## config.mk

```make
export PLATFORM = sky130hd
export DESIGN_NAME = i2s_streamer_flat
export DESIGN_NICKNAME = d
export VERILOG_FILES = /design/src/rhythm_pkg.sv /design/src/sdram_client_if.sv /design/src/i2s_streamer.sv /design/src/flat_wrapper.sv
export SDC_FILE = /design/constraint.sdc
export NUM_CORES = 1
export LEC_CHECK = 0
export ABC_AREA = 1
export BUFFER_PORTS_ARGS = -buffer_cell sky130_fd_sc_hd__buf_2
export CORE_MARGIN = 5
export CORE_UTILIZATION = 45
export CTS_CLUSTER_SIZE = 14
export DETAILED_ROUTE_END_ITERATION = 8
export GPL_ROUTABILITY_DRIVEN = 0
export PLACE_DENSITY = 0.69
export SLEW_MARGIN = 10
export SYNTH_ARGS = -nofsm -noshare
export SYNTH_HDL_FRONTEND = slang
export SYNTH_SLANG_ARGS = --single-unit
```

## constraint.sdc

```tcl
create_clock -name MAX10_CLK1_50 -period 5.9 [get_ports MAX10_CLK1_50]
set_input_delay 0.295 -clock MAX10_CLK1_50 [delete_from_list [all_inputs] [get_ports MAX10_CLK1_50]]
set_output_delay 0.295 -clock MAX10_CLK1_50 [all_outputs]
set_load 0.005 [all_outputs]
```

## src/rhythm_pkg.sv

```systemverilog
// memory map, audio and line constants; AUDIO_WORDS is sized for simulation and needs raising on hardware
`default_nettype none

package rhythm_pkg;

	// ========================================
	// bridge and payload widths
	// ========================================
	typedef logic [21:0]  sdram_addr_t;  // one unit per 128-bit word
	typedef logic [127:0] sdram_word_t;
	typedef logic [15:0]  sample_t;      // sent msb first
	typedef logic [15:0]  pixel_t;
	typedef logic [8:0]   line_idx_t;    // frame buffer row
	typedef logic [8:0]   pix_x_t;       // column within a row

	// ========================================
	// memory map
	// ========================================
	localparam sdram_addr_t AUDIO_BASE = 22'h20_0000;
	localparam int AUDIO_WORDS = 16;  // loop length before wrapping
	// last word of the loop, wrap point for the streamer
	localparam sdram_addr_t AUDIO_LAST = AUDIO_BASE + sdram_addr_t'(AUDIO_WORDS - 1);
	localparam sdram_addr_t FB_BASE = 22'h01_0000;

	// 320 pixels at 8 per word
	localparam int LINE_WORDS = 40;
	typedef logic [$clog2(LINE_WORDS)-1:0] line_word_t;

	// ========================================
	// audio timing
	// ========================================
	localparam int SAMPLES_PER_WORD = 8;  // 4 left/right pairs
	localparam int SCLK_HALF = 8;         // system clocks per half bit clock
	typedef logic [$clog2(SCLK_HALF)-1:0] sclk_cnt_t;

endpackage

`default_nettype wire
```

## src/sdram_client_if.sv

```systemverilog
// one client of the sdram bridge; rd and wr are never high together and are held until ack
`default_nettype none

interface sdram_client_if;

	// request side, owned by the client
	logic                      rd;      // read level
	logic                      wr;      // write level
	rhythm_pkg::sdram_addr_t   addr;    // word address, stable while requesting
	rhythm_pkg::sdram_word_t   wrdata;  // full word, no byte enables

	// response side, owned by the arbiter
	logic                      ack;     // one cycle pulse, ends the access
	rhythm_pkg::sdram_word_t   rddata;  // valid only with ack

	// client drops or replaces its request the cycle after ack
	modport client (
		output rd,
		output wr,
		output addr,
		output wrdata,
		input  ack,
		input  rddata
	);

	// arbiter sees every client the same way
	modport arbiter (
		input  rd,
		input  wr,
		input  addr,
		input  wrdata,
		output ack,
		output rddata
	);

endinterface

`default_nettype wire

```

## src/i2s_streamer.sv

```systemverilog
// left-justified out, left channel while lrclk is low; starts only once a word is fetched, no mclk
`default_nettype none

module i2s_streamer (
	input  logic            MAX10_CLK1_50,
	input  logic            reset_i,
	input  logic            audio_en_i,
	sdram_client_if.client  mem,
	output logic            i2s_sclk_o,
	output logic            i2s_lrclk_o,
	output logic            i2s_dout_o,
	output logic            audio_underrun_o
);

	rhythm_pkg::sclk_cnt_t   div_cnt;     // system clocks within half a bit
	logic [4:0]              bit_cnt;     // bit within a l/r frame
	logic [1:0]              frame_cnt;   // l/r pair within a word
	logic [4:0]              bit_nxt;
	logic                    primed;      // serializer running
	logic                    half_tick;
	logic                    fall_tick;
	logic                    word_end;
	logic                    word_start;
	rhythm_pkg::sdram_word_t shreg;       // playing word, msb goes out next
	rhythm_pkg::sdram_word_t pf_word;     // prefetched next word
	logic                    pf_valid;
	logic                    rd_q;
	rhythm_pkg::sdram_addr_t fetch_addr;

	assign half_tick  = primed && (div_cnt == rhythm_pkg::sclk_cnt_t'(rhythm_pkg::SCLK_HALF - 1));
	assign fall_tick  = half_tick && i2s_sclk_o;  // sclk about to drop
	assign word_end   = (bit_cnt == 5'd31)
		&& (frame_cnt == 2'(rhythm_pkg::SAMPLES_PER_WORD / 2 - 1));
	assign word_start = (audio_en_i && !primed && pf_valid) || (fall_tick && word_end);
	assign bit_nxt    = bit_cnt + 5'd1;

	// fetch side of the client port, read only
	assign mem.rd     = rd_q;
	assign mem.wr     = 1'b0;
	assign mem.addr   = fetch_addr;
	assign mem.wrdata = '0;

	// ========================================
	// bit clock, word select, serial data
	// ========================================
	always_ff @(posedge MAX10_CLK1_50)
	begin
		if (reset_i || !audio_en_i)
		begin
			div_cnt     <= '0;
			primed      <= 1'b0;
			i2s_sclk_o  <= 1'b0;
			i2s_lrclk_o <= 1'b0;
			i2s_dout_o  <= 1'b0;
			bit_cnt     <= '0;
			frame_cnt   <= '0;
		end
		else
		begin
			if (half_tick)
			begin
				div_cnt    <= '0;
				i2s_sclk_o <= ~i2s_sclk_o;
			end
			else if (primed)
				div_cnt <= div_cnt + 1'b1;

			if (word_start)
			begin
				primed      <= 1'b1;
				bit_cnt     <= '0;
				frame_cnt   <= '0;
				i2s_lrclk_o <= 1'b0;  // first sample is left
				i2s_dout_o  <= pf_valid ? pf_word[127] : 1'b0;
			end
			else if (fall_tick)
			begin
				bit_cnt     <= bit_nxt;
				i2s_lrclk_o <= bit_nxt[4];  // flips together with the next msb
				i2s_dout_o  <= shreg[126];
				if (bit_cnt == 5'd31)
					frame_cnt <= frame_cnt + 1'b1;
			end
		end
	end

	// shifter and prefetch store
	always_ff @(posedge MAX10_CLK1_50)
	begin
		if (word_start)
			shreg <= pf_valid ? pf_word
				: {rhythm_pkg::SAMPLES_PER_WORD{rhythm_pkg::sample_t'('0)}};  // silence
		else if (fall_tick)
			shreg <= {shreg[126:0], 1'b0};
		if (mem.ack)
			pf_word <= mem.rddata;
	end

	// ========================================
	// prefetch control
	// ========================================
	always_ff @(posedge MAX10_CLK1_50)
	begin
		if (reset_i)
		begin
			pf_valid         <= 1'b0;
			rd_q             <= 1'b0;
			fetch_addr       <= rhythm_pkg::AUDIO_BASE;
			audio_underrun_o <= 1'b0;
		end
		else
		begin
			if (word_start && !pf_valid)
				audio_underrun_o <= 1'b1;  // sticky
			if (mem.ack)
			begin
				pf_valid   <= 1'b1;
				rd_q       <= 1'b0;
				fetch_addr <= (fetch_addr == rhythm_pkg::AUDIO_LAST) ? rhythm_pkg::AUDIO_BASE
					: fetch_addr + 1'b1;
			end
			else
			begin
				if (word_start)
					pf_valid <= 1'b0;  // handed to the shifter
				if (!rd_q && (!pf_valid || word_start))
					rd_q <= 1'b1;  // ask for the next one right away
			end
		end
	end

endmodule

`default_nettype wire

```

## src/flat_wrapper.sv

```systemverilog
// flat-port wrapper written by rule: the top's interface ports become plain ports
module i2s_streamer_flat 
  (MAX10_CLK1_50, reset_i, audio_en_i, i2s_sclk_o, i2s_lrclk_o, i2s_dout_o, audio_underrun_o, mem_rd, mem_wr, mem_addr, mem_wrdata, mem_ack, mem_rddata);
  sdram_client_if mem_i ();
  input  logic MAX10_CLK1_50;
  input  logic reset_i;
  input  logic audio_en_i;
  output logic i2s_sclk_o;
  output logic i2s_lrclk_o;
  output logic i2s_dout_o;
  output logic audio_underrun_o;
  output wire logic [$bits(mem_i.rd)-1:0] mem_rd;
  output wire logic [$bits(mem_i.wr)-1:0] mem_wr;
  output wire logic [$bits(mem_i.addr)-1:0] mem_addr;
  output wire logic [$bits(mem_i.wrdata)-1:0] mem_wrdata;
  input wire logic [$bits(mem_i.ack)-1:0] mem_ack;
  input wire logic [$bits(mem_i.rddata)-1:0] mem_rddata;
  assign mem_rd = mem_i.rd;
  assign mem_wr = mem_i.wr;
  assign mem_addr = mem_i.addr;
  assign mem_wrdata = mem_i.wrdata;
  assign mem_i.ack = mem_ack;
  assign mem_i.rddata = mem_rddata;
  i2s_streamer u_core (.MAX10_CLK1_50(MAX10_CLK1_50), .reset_i(reset_i), .audio_en_i(audio_en_i), .mem(mem_i), .i2s_sclk_o(i2s_sclk_o), .i2s_lrclk_o(i2s_lrclk_o), .i2s_dout_o(i2s_dout_o), .audio_underrun_o(audio_underrun_o));
endmodule
```

==> metrics <==
TNS Setup=0 ns; Pwr Total=4.71 mW; Port Buffers=158; I/O Pins=288; GR Overflow Total=0; most common cell in the netlist=nand2_1; Area growth, synth to finish=22.3%; clock-pin slew on the worst setup and hold paths=0.06 ns; Commonest cells post-synth=nand2_1, edfxtp_1, nand3_1; die area=31200 um^2; top layer in use=met5; worst hold margin=0.128 ns; Slew HR=25.6%; met2 routed WL=12700 um; Post-Syn Area=12500 um^2; via count=8159; Worst-Margin Slew=1.12 ns; clk sink count=293; crit-path max cell delay=0.82 ns; clk buf depth=3; Vert. Die Dim=177 um; # placed instances=1570; clk_lat worst skew=0.55 ns; RSZ-0062 raised after global routing=false; DP Wirelength=14600 um; P per Cell Area=308 nW/um^2; Hold Crit Class=in -> reg; PostCTS Resize Cnt=0; Critical Path RT=5.89 ns; EDFF count, synth=255; crit-path most repeated cell=ha_1; Design Area, Final=15300 um^2; cell row count=61; Worst Path Buf+Inv=1; WL per Instance=15.0 um; fin cells=1756; post-layout minimum cycle time=3.72 ns; Tot GR Track Use=16.1%; Detailed Route Iter0 Violations=545; Max Freq=0.269 GHz; Synth area leader=edfxtp_1; Area after DPL=13000 um^2; slowest CP cell=inv_4; Final Max Slew Viols=0; final setup fails=0; top cell type's share of synthesized area=61.2%; Num CTS Buffers=31; Synth Flop Type=edfxtp_1; M1 WL=11100 um; pre-CTS setup slack=2.27 ns; fill count=2305; global-route wire length before repair=41100 um; DRC errors left=0; worst-path fanout max=128; CTS tree=built; Mean Syn Cell Area=11.6 um^2; setup ws final=2.18 ns; Routed Antenna Nets=0; Synth Warn #=0; Cell variety after synth=31; Static Leakage=6.41 nW; ANT cells=0; Seq/Total Area, Yosys=67.3%; DR vias/cell=4.65; WL final=26400 um; core area=27600 um^2; Finished Core Util=55.4%; initial antenna violation count=1; WP data arrival=3.71 ns; ys async rst share=0%; crit path kind=reg -> reg; initial core utilization=45.3%; H-Tree Depth=1; DRT Pass-1 Iters=5; number of global-route vias before repair=8001; clock root cell=clkbuf_16; number of max-cap violations=0; pin count of the biggest net entering global routing=129; Synth Register Bits=293; crit path cell chain=ha_1, and3_1, ha_1, nand3_2, nand2_4, inv_4, nand2_8; Max IR drop VDD=0.242 mV; Final Hold Viols=0; top cell family by delay on the critical path=simple AND/OR/NAND/NOR gates; share of layout cells above drive strength 1=17.6%; Clock Skews=0.0117 ns; Mapped Cells=1076; Total Nets Final=1491; status=finished clean; Final period util=63.0%; type of origin of the critical path=flop; Critical Path End Type=flop; Met3 Wirelength=2080 um; Die W=177 um; top cells by area, synth=edfxtp_1, nand2_1, buf_4
## tightest hold or removal path, stage by stage
cell	delay, ns
buf_2	0.11
nand2_1	0.05
inv_1	0.07
nand2_1	0.07
a21oi_1	0.03
## area by class of cell
| cell class | instances | area, um^2 | share of cell area [%] |
|---|---|---|---|
| inverters | 35 | 134 | 0.875 |
| multi-input cells | 702 | 3110 | 20.3 |
| flip-flops and latches | 293 | 8420 | 55.1 |
| well taps | 378 | 473 | 3.09 |
| clock inverters | 11 | 140 | 0.916 |
| clock buffers | 47 | 916 | 5.99 |
| repair buffers | 290 | 2110 | 13.8 |
## path summary, 6_finish.rpt
path,from,end,slack (ns),cells after the start
max,u_core.bit_cnt[0],u_core.shreg[0],2.18,7
min,audio_en_i,u_core.i2s_sclk_o,0.13,5
max reg2reg,u_core.bit_cnt[0],u_core.shreg[0],2.18,7
min reg2reg,u_core.div_cnt[2],u_core.div_cnt[2],0.47,2
## sequential cells by signal, indices dropped and copies added (netlist names)
signal	flops
u_core.frame_cnt	2
u_core.mem.rd	1
u_core.i2s_dout_o	1
u_core.shreg	127
u_core.pf_word	128
u_core.div_cnt	3
u_core.pf_valid	1
u_core.audio_underrun_o	1
u_core.i2s_sclk_o	1
u_core.bit_cnt	5
u_core.mem.addr	22
u_core.primed	1
## cell families after synthesis
| group | after synthesis | synth area share [%] |
|---|---|---|
| other | 1 | 0.0300 |
| and+or+nand+nor | 534 | 18.5 |
| DFF | 293 | 67.3 |
| buffers and inverters | 209 | 11.8 |
| AOI/OAI and AO/OA | 21 | 0.881 |
| xor gates and xnor gates | 12 | 0.840 |
| adders and majority gates | 6 | 0.600 |
## power by group
group	leakage [nW]	switching, mW	total [mW]	internal [mW]
clock network	0.520	0.786	1.98	1.20
registers	2.74	0.0450	2.43	2.39
logic	3.15	0.173	0.296	0.123
## repair_timing
action                    4_1_cts  5_1_grt
hold endpoints to repair      128        0
setup buffers                   0        0
hold buffers                  128        0
## routing by layer
metal	GRT usage [%]	vias up
li1	-	3927
met1	21.6	3847
met2	27.1	341
met3	3.14	42
met4	4.29	2
met5	0	-
## cell usage in the layout (no fill, tap or decap), types with 2 or more instances in the layout
cell / synthesis / final
and3_1: 2 / 2
or2_2: 3 / 3
nor2_1: 51 / 51
nand3_1: 145 / 145
clkbuf_8: 0 / 8
clkbuf_16: 0 / 31
o21ai_1: 2 / 2
clkinv_2: 0 / 5
nand4_1: 4 / 4
buf_4: 130 / 4
conb_1: 1 / 129
dlygate4sd3_1: 0 / 128
xnor2_1: 4 / 4
nor3_1: 6 / 6
xor2_1: 8 / 8
dfxtp_1: 38 / 37
ha_1: 6 / 6
a21oi_1: 13 / 13
inv_1: 34 / 34
nand2_2: 22 / 21
clkbuf_1: 17 / 8
buf_2: 0 / 157
nand3b_1: 2 / 2
edfxtp_1: 255 / 255
nand2_1: 293 / 293
o21ai_0: 4 / 4
bufinv_16: 0 / 3
No activity file was read; power rests on OpenSTA's default activity.
