==> config.mk <==
export PLATFORM = sky130hd
export DESIGN_NAME = arbiter_sdram_flat
export DESIGN_NICKNAME = d
export VERILOG_FILES = /design/src/rhythm_pkg.sv /design/src/sdram_client_if.sv /design/src/arbiter_sdram.sv /design/src/flat_wrapper.sv
export SDC_FILE = /design/constraint.sdc
export NUM_CORES = 1
export LEC_CHECK = 0
export BUFFER_PORTS_ARGS = -buffer_cell sky130_fd_sc_hd__buf_4
export CAP_MARGIN = 20
export CORE_AREA = 2 2 443 445
export CTS_CLUSTER_SIZE = 12
export DETAILED_ROUTE_END_ITERATION = 7
export DIE_AREA = 0 0 445 447
export PLACE_DENSITY = 0.3
export SYNTH_ARGS = -nofsm -noshare
export SYNTH_HDL_FRONTEND = slang
export SYNTH_SLANG_ARGS = --single-unit
==> constraint.sdc <==
create_clock -name MAX10_CLK1_50 -period 4.35 [get_ports MAX10_CLK1_50]
set_input_delay 0.2175 -clock MAX10_CLK1_50 [delete_from_list [all_inputs] [get_ports MAX10_CLK1_50]]
set_output_delay 0.2175 -clock MAX10_CLK1_50 [all_outputs]
set_load 0.01 [all_outputs]
==> src/rhythm_pkg.sv <==
// memory map, audio and line constants; AUDIO_WORDS is sized for simulation and needs raising on hardware
`default_nettype none

package rhythm_pkg;

	// ========================================
	// bridge and payload widths
	// ========================================
	typedef logic [21:0]  sdram_addr_t;  // one unit per 128-bit word
	typedef logic [127:0] sdram_word_t;
	typedef logic [15:0]  sample_t;      // sent msb first
	typedef logic [15:0]  pixel_t;
	typedef logic [8:0]   line_idx_t;    // frame buffer row
	typedef logic [8:0]   pix_x_t;       // column within a row

	// ========================================
	// memory map
	// ========================================
	localparam sdram_addr_t AUDIO_BASE = 22'h20_0000;
	localparam int AUDIO_WORDS = 16;  // loop length before wrapping
	// last word of the loop, wrap point for the streamer
	localparam sdram_addr_t AUDIO_LAST = AUDIO_BASE + sdram_addr_t'(AUDIO_WORDS - 1);
	localparam sdram_addr_t FB_BASE = 22'h01_0000;

	// 320 pixels at 8 per word
	localparam int LINE_WORDS = 40;
	typedef logic [$clog2(LINE_WORDS)-1:0] line_word_t;

	// ========================================
	// audio timing
	// ========================================
	localparam int SAMPLES_PER_WORD = 8;  // 4 left/right pairs
	localparam int SCLK_HALF = 8;         // system clocks per half bit clock
	typedef logic [$clog2(SCLK_HALF)-1:0] sclk_cnt_t;

endpackage

`default_nettype wire
==> src/sdram_client_if.sv <==
// one client of the sdram bridge; rd and wr are never high together and are held until ack
`default_nettype none

interface sdram_client_if;

	// request side, owned by the client
	logic                      rd;      // read level
	logic                      wr;      // write level
	rhythm_pkg::sdram_addr_t   addr;    // word address, stable while requesting
	rhythm_pkg::sdram_word_t   wrdata;  // full word, no byte enables

	// response side, owned by the arbiter
	logic                      ack;     // one cycle pulse, ends the access
	rhythm_pkg::sdram_word_t   rddata;  // valid only with ack

	// client drops or replaces its request the cycle after ack
	modport client (
		output rd,
		output wr,
		output addr,
		output wrdata,
		input  ack,
		input  rddata
	);

	// arbiter sees every client the same way
	modport arbiter (
		input  rd,
		input  wr,
		input  addr,
		input  wrdata,
		output ack,
		output rddata
	);

endinterface

`default_nettype wire

==> src/arbiter_sdram.sv <==
// fixed priority host > audio > line; a starved low client simply waits, ack passes through combinationally
`default_nettype none

module arbiter_sdram (
	input  logic                    MAX10_CLK1_50,
	input  logic                    reset_i,
	sdram_client_if.arbiter         host_c,
	sdram_client_if.arbiter         audio_c,
	sdram_client_if.arbiter         line_c,
	output rhythm_pkg::sdram_addr_t bridge_addr_o,
	output rhythm_pkg::sdram_word_t bridge_wrdata_o,
	output logic                    bridge_read_o,
	output logic                    bridge_write_o,
	input  logic                    bridge_ack_i,
	input  rhythm_pkg::sdram_word_t bridge_rddata_i
);

	typedef enum logic {
		ST_IDLE,
		ST_BUSY
	} arb_state_t;

	arb_state_t state_q;

	logic host_req;
	logic audio_req;
	logic line_req;
	logic any_req;

	// winner of this cycle, one hot host/audio/line
	logic [2:0]              sel_grant;
	logic                    sel_rd;
	logic                    sel_wr;
	rhythm_pkg::sdram_addr_t sel_addr;
	rhythm_pkg::sdram_word_t sel_wrdata;

	logic [2:0] grant_q;  // latched owner of the bridge

	assign host_req  = host_c.rd | host_c.wr;
	assign audio_req = audio_c.rd | audio_c.wr;
	assign line_req  = line_c.rd | line_c.wr;
	assign any_req   = host_req | audio_req | line_req;

	// ========================================
	// priority select
	// ========================================
	always_comb
	begin
		sel_grant  = 3'b000;
		sel_rd     = 1'b0;
		sel_wr     = 1'b0;
		sel_addr   = line_c.addr;  // lowest priority as fallback
		sel_wrdata = line_c.wrdata;
		if (host_req)
		begin
			sel_grant  = 3'b001;
			sel_rd     = host_c.rd;
			sel_wr     = host_c.wr;
			sel_addr   = host_c.addr;
			sel_wrdata = host_c.wrdata;
		end
		else if (audio_req)
		begin
			sel_grant  = 3'b010;
			sel_rd     = audio_c.rd;
			sel_wr     = audio_c.wr;
			sel_addr   = audio_c.addr;
			sel_wrdata = audio_c.wrdata;
		end
		else if (line_req)
		begin
			sel_grant = 3'b100;
			sel_rd    = line_c.rd;
			sel_wr    = line_c.wr;
		end
	end

	// ========================================
	// grant fsm and bridge command
	// ========================================
	always_ff @(posedge MAX10_CLK1_50)
	begin
		if (reset_i)
		begin
			state_q        <= ST_IDLE;
			bridge_read_o  <= 1'b0;
			bridge_write_o <= 1'b0;
		end
		else
		begin
			case (state_q)
				ST_IDLE:
				begin
					if (any_req)
					begin
						state_q        <= ST_BUSY;
						bridge_read_o  <= sel_rd & ~sel_wr;  // write wins a bad request
						bridge_write_o <= sel_wr;
					end
				end
				ST_BUSY:
				begin
					// command held until the bridge answers
					if (bridge_ack_i)
					begin
						state_q        <= ST_IDLE;
						bridge_read_o  <= 1'b0;
						bridge_write_o <= 1'b0;
					end
				end
				default: state_q <= ST_IDLE;
			endcase
		end
	end

	// owner, address and data only change when a new access starts
	always_ff @(posedge MAX10_CLK1_50)
	begin
		if (state_q == ST_IDLE && any_req)
		begin
			grant_q         <= sel_grant;
			bridge_addr_o   <= sel_addr;
			bridge_wrdata_o <= sel_wrdata;
		end
	end

	// response goes only to the owner
	assign host_c.ack     = (state_q == ST_BUSY) && grant_q[0] && bridge_ack_i;
	assign audio_c.ack    = (state_q == ST_BUSY) && grant_q[1] && bridge_ack_i;
	assign line_c.ack     = (state_q == ST_BUSY) && grant_q[2] && bridge_ack_i;
	assign host_c.rddata  = grant_q[0] ? bridge_rddata_i : '0;
	assign audio_c.rddata = grant_q[1] ? bridge_rddata_i : '0;
	assign line_c.rddata  = grant_q[2] ? bridge_rddata_i : '0;

endmodule

`default_nettype wire

==> src/flat_wrapper.sv <==
// flat-port wrapper written by rule: the top's interface ports become plain ports
module arbiter_sdram_flat 
  (MAX10_CLK1_50, reset_i, bridge_addr_o, bridge_wrdata_o, bridge_read_o, bridge_write_o, bridge_ack_i, bridge_rddata_i, host_c_rd, host_c_wr, host_c_addr, host_c_wrdata, host_c_ack, host_c_rddata, audio_c_rd, audio_c_wr, audio_c_addr, audio_c_wrdata, audio_c_ack, audio_c_rddata, line_c_rd, line_c_wr, line_c_addr, line_c_wrdata, line_c_ack, line_c_rddata);
  sdram_client_if host_c_i ();
  sdram_client_if audio_c_i ();
  sdram_client_if line_c_i ();
  input  logic MAX10_CLK1_50;
  input  logic reset_i;
  output rhythm_pkg::sdram_addr_t bridge_addr_o;
  output rhythm_pkg::sdram_word_t bridge_wrdata_o;
  output logic bridge_read_o;
  output logic bridge_write_o;
  input  logic bridge_ack_i;
  input  rhythm_pkg::sdram_word_t bridge_rddata_i;
  input wire logic [$bits(host_c_i.rd)-1:0] host_c_rd;
  input wire logic [$bits(host_c_i.wr)-1:0] host_c_wr;
  input wire logic [$bits(host_c_i.addr)-1:0] host_c_addr;
  input wire logic [$bits(host_c_i.wrdata)-1:0] host_c_wrdata;
  output wire logic [$bits(host_c_i.ack)-1:0] host_c_ack;
  output wire logic [$bits(host_c_i.rddata)-1:0] host_c_rddata;
  input wire logic [$bits(audio_c_i.rd)-1:0] audio_c_rd;
  input wire logic [$bits(audio_c_i.wr)-1:0] audio_c_wr;
  input wire logic [$bits(audio_c_i.addr)-1:0] audio_c_addr;
  input wire logic [$bits(audio_c_i.wrdata)-1:0] audio_c_wrdata;
  output wire logic [$bits(audio_c_i.ack)-1:0] audio_c_ack;
  output wire logic [$bits(audio_c_i.rddata)-1:0] audio_c_rddata;
  input wire logic [$bits(line_c_i.rd)-1:0] line_c_rd;
  input wire logic [$bits(line_c_i.wr)-1:0] line_c_wr;
  input wire logic [$bits(line_c_i.addr)-1:0] line_c_addr;
  input wire logic [$bits(line_c_i.wrdata)-1:0] line_c_wrdata;
  output wire logic [$bits(line_c_i.ack)-1:0] line_c_ack;
  output wire logic [$bits(line_c_i.rddata)-1:0] line_c_rddata;
  assign host_c_i.rd = host_c_rd;
  assign host_c_i.wr = host_c_wr;
  assign host_c_i.addr = host_c_addr;
  assign host_c_i.wrdata = host_c_wrdata;
  assign host_c_ack = host_c_i.ack;
  assign host_c_rddata = host_c_i.rddata;
  assign audio_c_i.rd = audio_c_rd;
  assign audio_c_i.wr = audio_c_wr;
  assign audio_c_i.addr = audio_c_addr;
  assign audio_c_i.wrdata = audio_c_wrdata;
  assign audio_c_ack = audio_c_i.ack;
  assign audio_c_rddata = audio_c_i.rddata;
  assign line_c_i.rd = line_c_rd;
  assign line_c_i.wr = line_c_wr;
  assign line_c_i.addr = line_c_addr;
  assign line_c_i.wrdata = line_c_wrdata;
  assign line_c_ack = line_c_i.ack;
  assign line_c_rddata = line_c_i.rddata;
  arbiter_sdram u_core (.MAX10_CLK1_50(MAX10_CLK1_50), .reset_i(reset_i), .host_c(host_c_i), .audio_c(audio_c_i), .line_c(line_c_i), .bridge_addr_o(bridge_addr_o), .bridge_wrdata_o(bridge_wrdata_o), .bridge_read_o(bridge_read_o), .bridge_write_o(bridge_write_o), .bridge_ack_i(bridge_ack_i), .bridge_rddata_i(bridge_rddata_i));
endmodule
==> flow_metrics.env <==
export IMPL_grt_remaining_overflow=0
export IMPL_crit_family="buffers and inverters"
export IMPL_finalSetupViolCount=0
export IMPL_cp_end_kind="flip-flop"
export IMPL_grt_pass1_wl_mm=162
export IMPL_route_detailed_drc=0
export IMPL_cp_num_buf_inv=6
export IMPL_grt_pass1_vias=13500
export IMPL_globalplace_congestion=0.918
export IMPL_io_pins=1126
export IMPL_stdcell_count=4948
export IMPL_required_ns=4.63
export IMPL_synth_top_area_cell="edfxtp_1"
export IMPL_fmax_ghz=0.294
export IMPL_peakVddDrop_mv=0.340
export IMPL_dp_hpwl_mm=118
export IMPL_hold_viol=0
export IMPL_viasPerCell=2.79
export IMPL_wire_per_inst_um=27.2
export IMPL_drive_gt1_share_pct=49.1
export IMPL_clock_skew_ns=0.0121
export IMPL_synth_seq_area_share_pct=44.4
export IMPL_fin_crit_sh_pct=78.2
export IMPL_port_buffer_count=1125
export IMPL_cts_sinks=156
export IMPL_syn_area_sq_um=10500
export IMPL_dieArea_sq_um=199000
export IMPL_ys_top_cells_by_area="edfxtp_1, and2_1, mux2i_1, nand2_1, o21ai_0"
export IMPL_drt_initial_drc_count=848
export IMPL_dieHeight_um=447
export IMPL_coreArea_sq_um=194000
export IMPL_syn_instance_count=1106
export IMPL_grt_max_degree=156
export IMPL_cts_buffers=17
export IMPL_criticalPathCategory="in -> reg"
export IMPL_drv_cap=0
export IMPL_slew_headroom_pct=32.5
export IMPL_die_w_um=445
export IMPL_ys_warn_count=0
export IMPL_slowest_delay_ns=0.60
export IMPL_cts_setup_buffers=0
export IMPL_drt_wl_total_mm=135
export IMPL_first_pass_iters=5
export IMPL_dp_cells=4695
export IMPL_worst_pin_slew_ns=1.01
export IMPL_ctsRootBufferMaster="clkbuf_16"
export IMPL_insertion_delay_ns=0.53
export IMPL_final_max_slew_viol_count=0
export IMPL_ant_nets=0
export IMPL_grt_setup_unrepaired="false"
export IMPL_powerDensity_nw_per_um2=240
export IMPL_crit_top_cell="dlygate4sd3_1"
export IMPL_synthDominantCellAreaShare_pct=43.8
export IMPL_whs_ns=0.0472
export IMPL_synth_avg_cell_area_sq_um=9.48
export IMPL_cp_max_fo=76
export IMPL_num_rows=162
export IMPL_cp_cell_sequence="dlygate4sd3_1 > buf_4 > nor2_4 > buf_12 > buf_4 > mux2i_1 > dlygate4sd3_1 > o21ai_1 > dlygate4sd3_1"
export IMPL_cts_tree="built"
export IMPL_timing_setup_tns_ns=0
export IMPL_period_minus_slack_ns=3.40
export IMPL_status="complete, no violations"
export IMPL_htree_levels=4
export IMPL_antenna_found_initial=86
export IMPL_holdCritPathClass="in -> reg"
export IMPL_dr_total_vias=13800
export IMPL_final_common_cell="buf_4"
export IMPL_p_leak_nw=10.7
export IMPL_critPathSlowestCell="dlygate4sd3_1"
export IMPL_nFillCells=22500
export IMPL_crit_arrival_ns=3.68
export IMPL_start_util_pct=5.40
export IMPL_critPathLaunchType="primary input"
export IMPL_ys_ff_latch=156
export IMPL_clock_path_buffers=2
export IMPL_fin_nets=2963
export IMPL_track_usage_pct=12.9
export IMPL_final_cell_mix="buf_4, and2_1, dlygate4sd3_1, edfxtp_1"
export IMPL_area_growth_pct=134
export IMPL_cts_clk_slew_worst_paths_ns=0.09
export IMPL_synth_cell_types=24
export IMPL_syn_nets=1693
## per-stage QoR
stage	setup slack [ns]	instance area (sq um)	utilization, %	total power [W]
after global placement	1.73	21800	11.2	0.00402
final	0.948	24500	12.6	0.00588
after floorplan	0.0714	10500	-	0.00255
after detailed placement	1.73	21800	11.2	0.00402
after CTS	0.934	24500	12.6	0.00607
after global routing	0.827	24500	12.6	0.00615
## where the power goes
group,total [W],leakage (nW),internal (W),switching [W]
clock,0.00177,0.294,0.000913,0.000858
sequential,0.00189,1.56,0.00183,0.0000664
combinational,0.00221,8.84,0.00109,0.00112
## repair_timing
action / CTS / global route
hold endpoints to repair: 149 / 0
gates resized for setup: 0 / 0
hold buffers: 204 / 0
## cell type report
| cell class | count | area [sq um] | share of cell area, % |
|---|---|---|---|
| repair buffers | 1343 | 10600 | 43.4 |
| well taps | 2542 | 3180 | 13.0 |
| multi-input cells | 854 | 5350 | 21.8 |
| clock buffers | 17 | 425 | 1.74 |
| flip-flops and latches | 156 | 4650 | 19.0 |
| diodes | 17 | 42.5 | 0.174 |
| clock inverters | 15 | 186 | 0.760 |
| inverters | 4 | 30.0 | 0.122 |
## cells by family after synthesis
logic type / count (synthesis) / share of synthesized area, %
AO/OA/AOI/OAI: 157 / 7.75
buffers and inverters: 96 / 4.57
flip-flops: 156 / 44.4
multiplexers: 150 / 14.3
AND/OR/NAND/NOR: 547 / 29.0
## path summary, 6_finish.rpt
| kind | startpoint | endpoint | slack (ns) | cells after the start |
|---|---|---|---|---|
| setup / recovery | audio_c_rd | u_core.bridge_wrdata_o[86] | 0.95 | 9 |
| hold / removal | host_c_wrdata[34] | u_core.bridge_wrdata_o[34] | 0.05 | 3 |
| setup reg to reg | u_core.state_q | u_core.bridge_wrdata_o[105] | 1.85 | 3 |
| hold reg to reg | u_core.bridge_read_o | u_core.bridge_read_o | 0.52 | 2 |
## synthesized netlist by cell type
library cell and number:
o32ai_1 2, nand2_1 150, nor2_4 1, a31o_1 1
o21ai_1 70, o21ai_0 80, a221oi_1 2, mux2i_1 150
and2_1 384, nor4_1 1, buf_4 10, and3_1 3
inv_2 1, a32oi_1 1, edfxtp_1 153, buf_6 8
clkbuf_1 57, inv_1 3, buf_2 17, dfxtp_1 3
nand2b_1 2, nor2_1 4, a221o_1 1, nor3_1 2
## flip-flops by register name, indices dropped and copies added, names as in the netlist
name                    flops
u_core.bridge_addr_o       22
u_core.bridge_read_o        1
u_core.bridge_wrdata_o    128
u_core.bridge_write_o       1
u_core.grant_q              3
u_core.state_q              1
## worst register-to-register path, stage by stage, from the launching register on
cell	delay [ns]
dfxtp_1	0.37
a31o_1	0.29
inv_8	0.66
buf_4	0.78
## routing by layer
metal,track usage (%),part of all wire [%]
met1,14.2,38
met2,24.2,54
met3,3.49,6.5
met4,2.92,1.8
met5,0,0.30
Note: power is estimated with default switching activity, not from simulation.
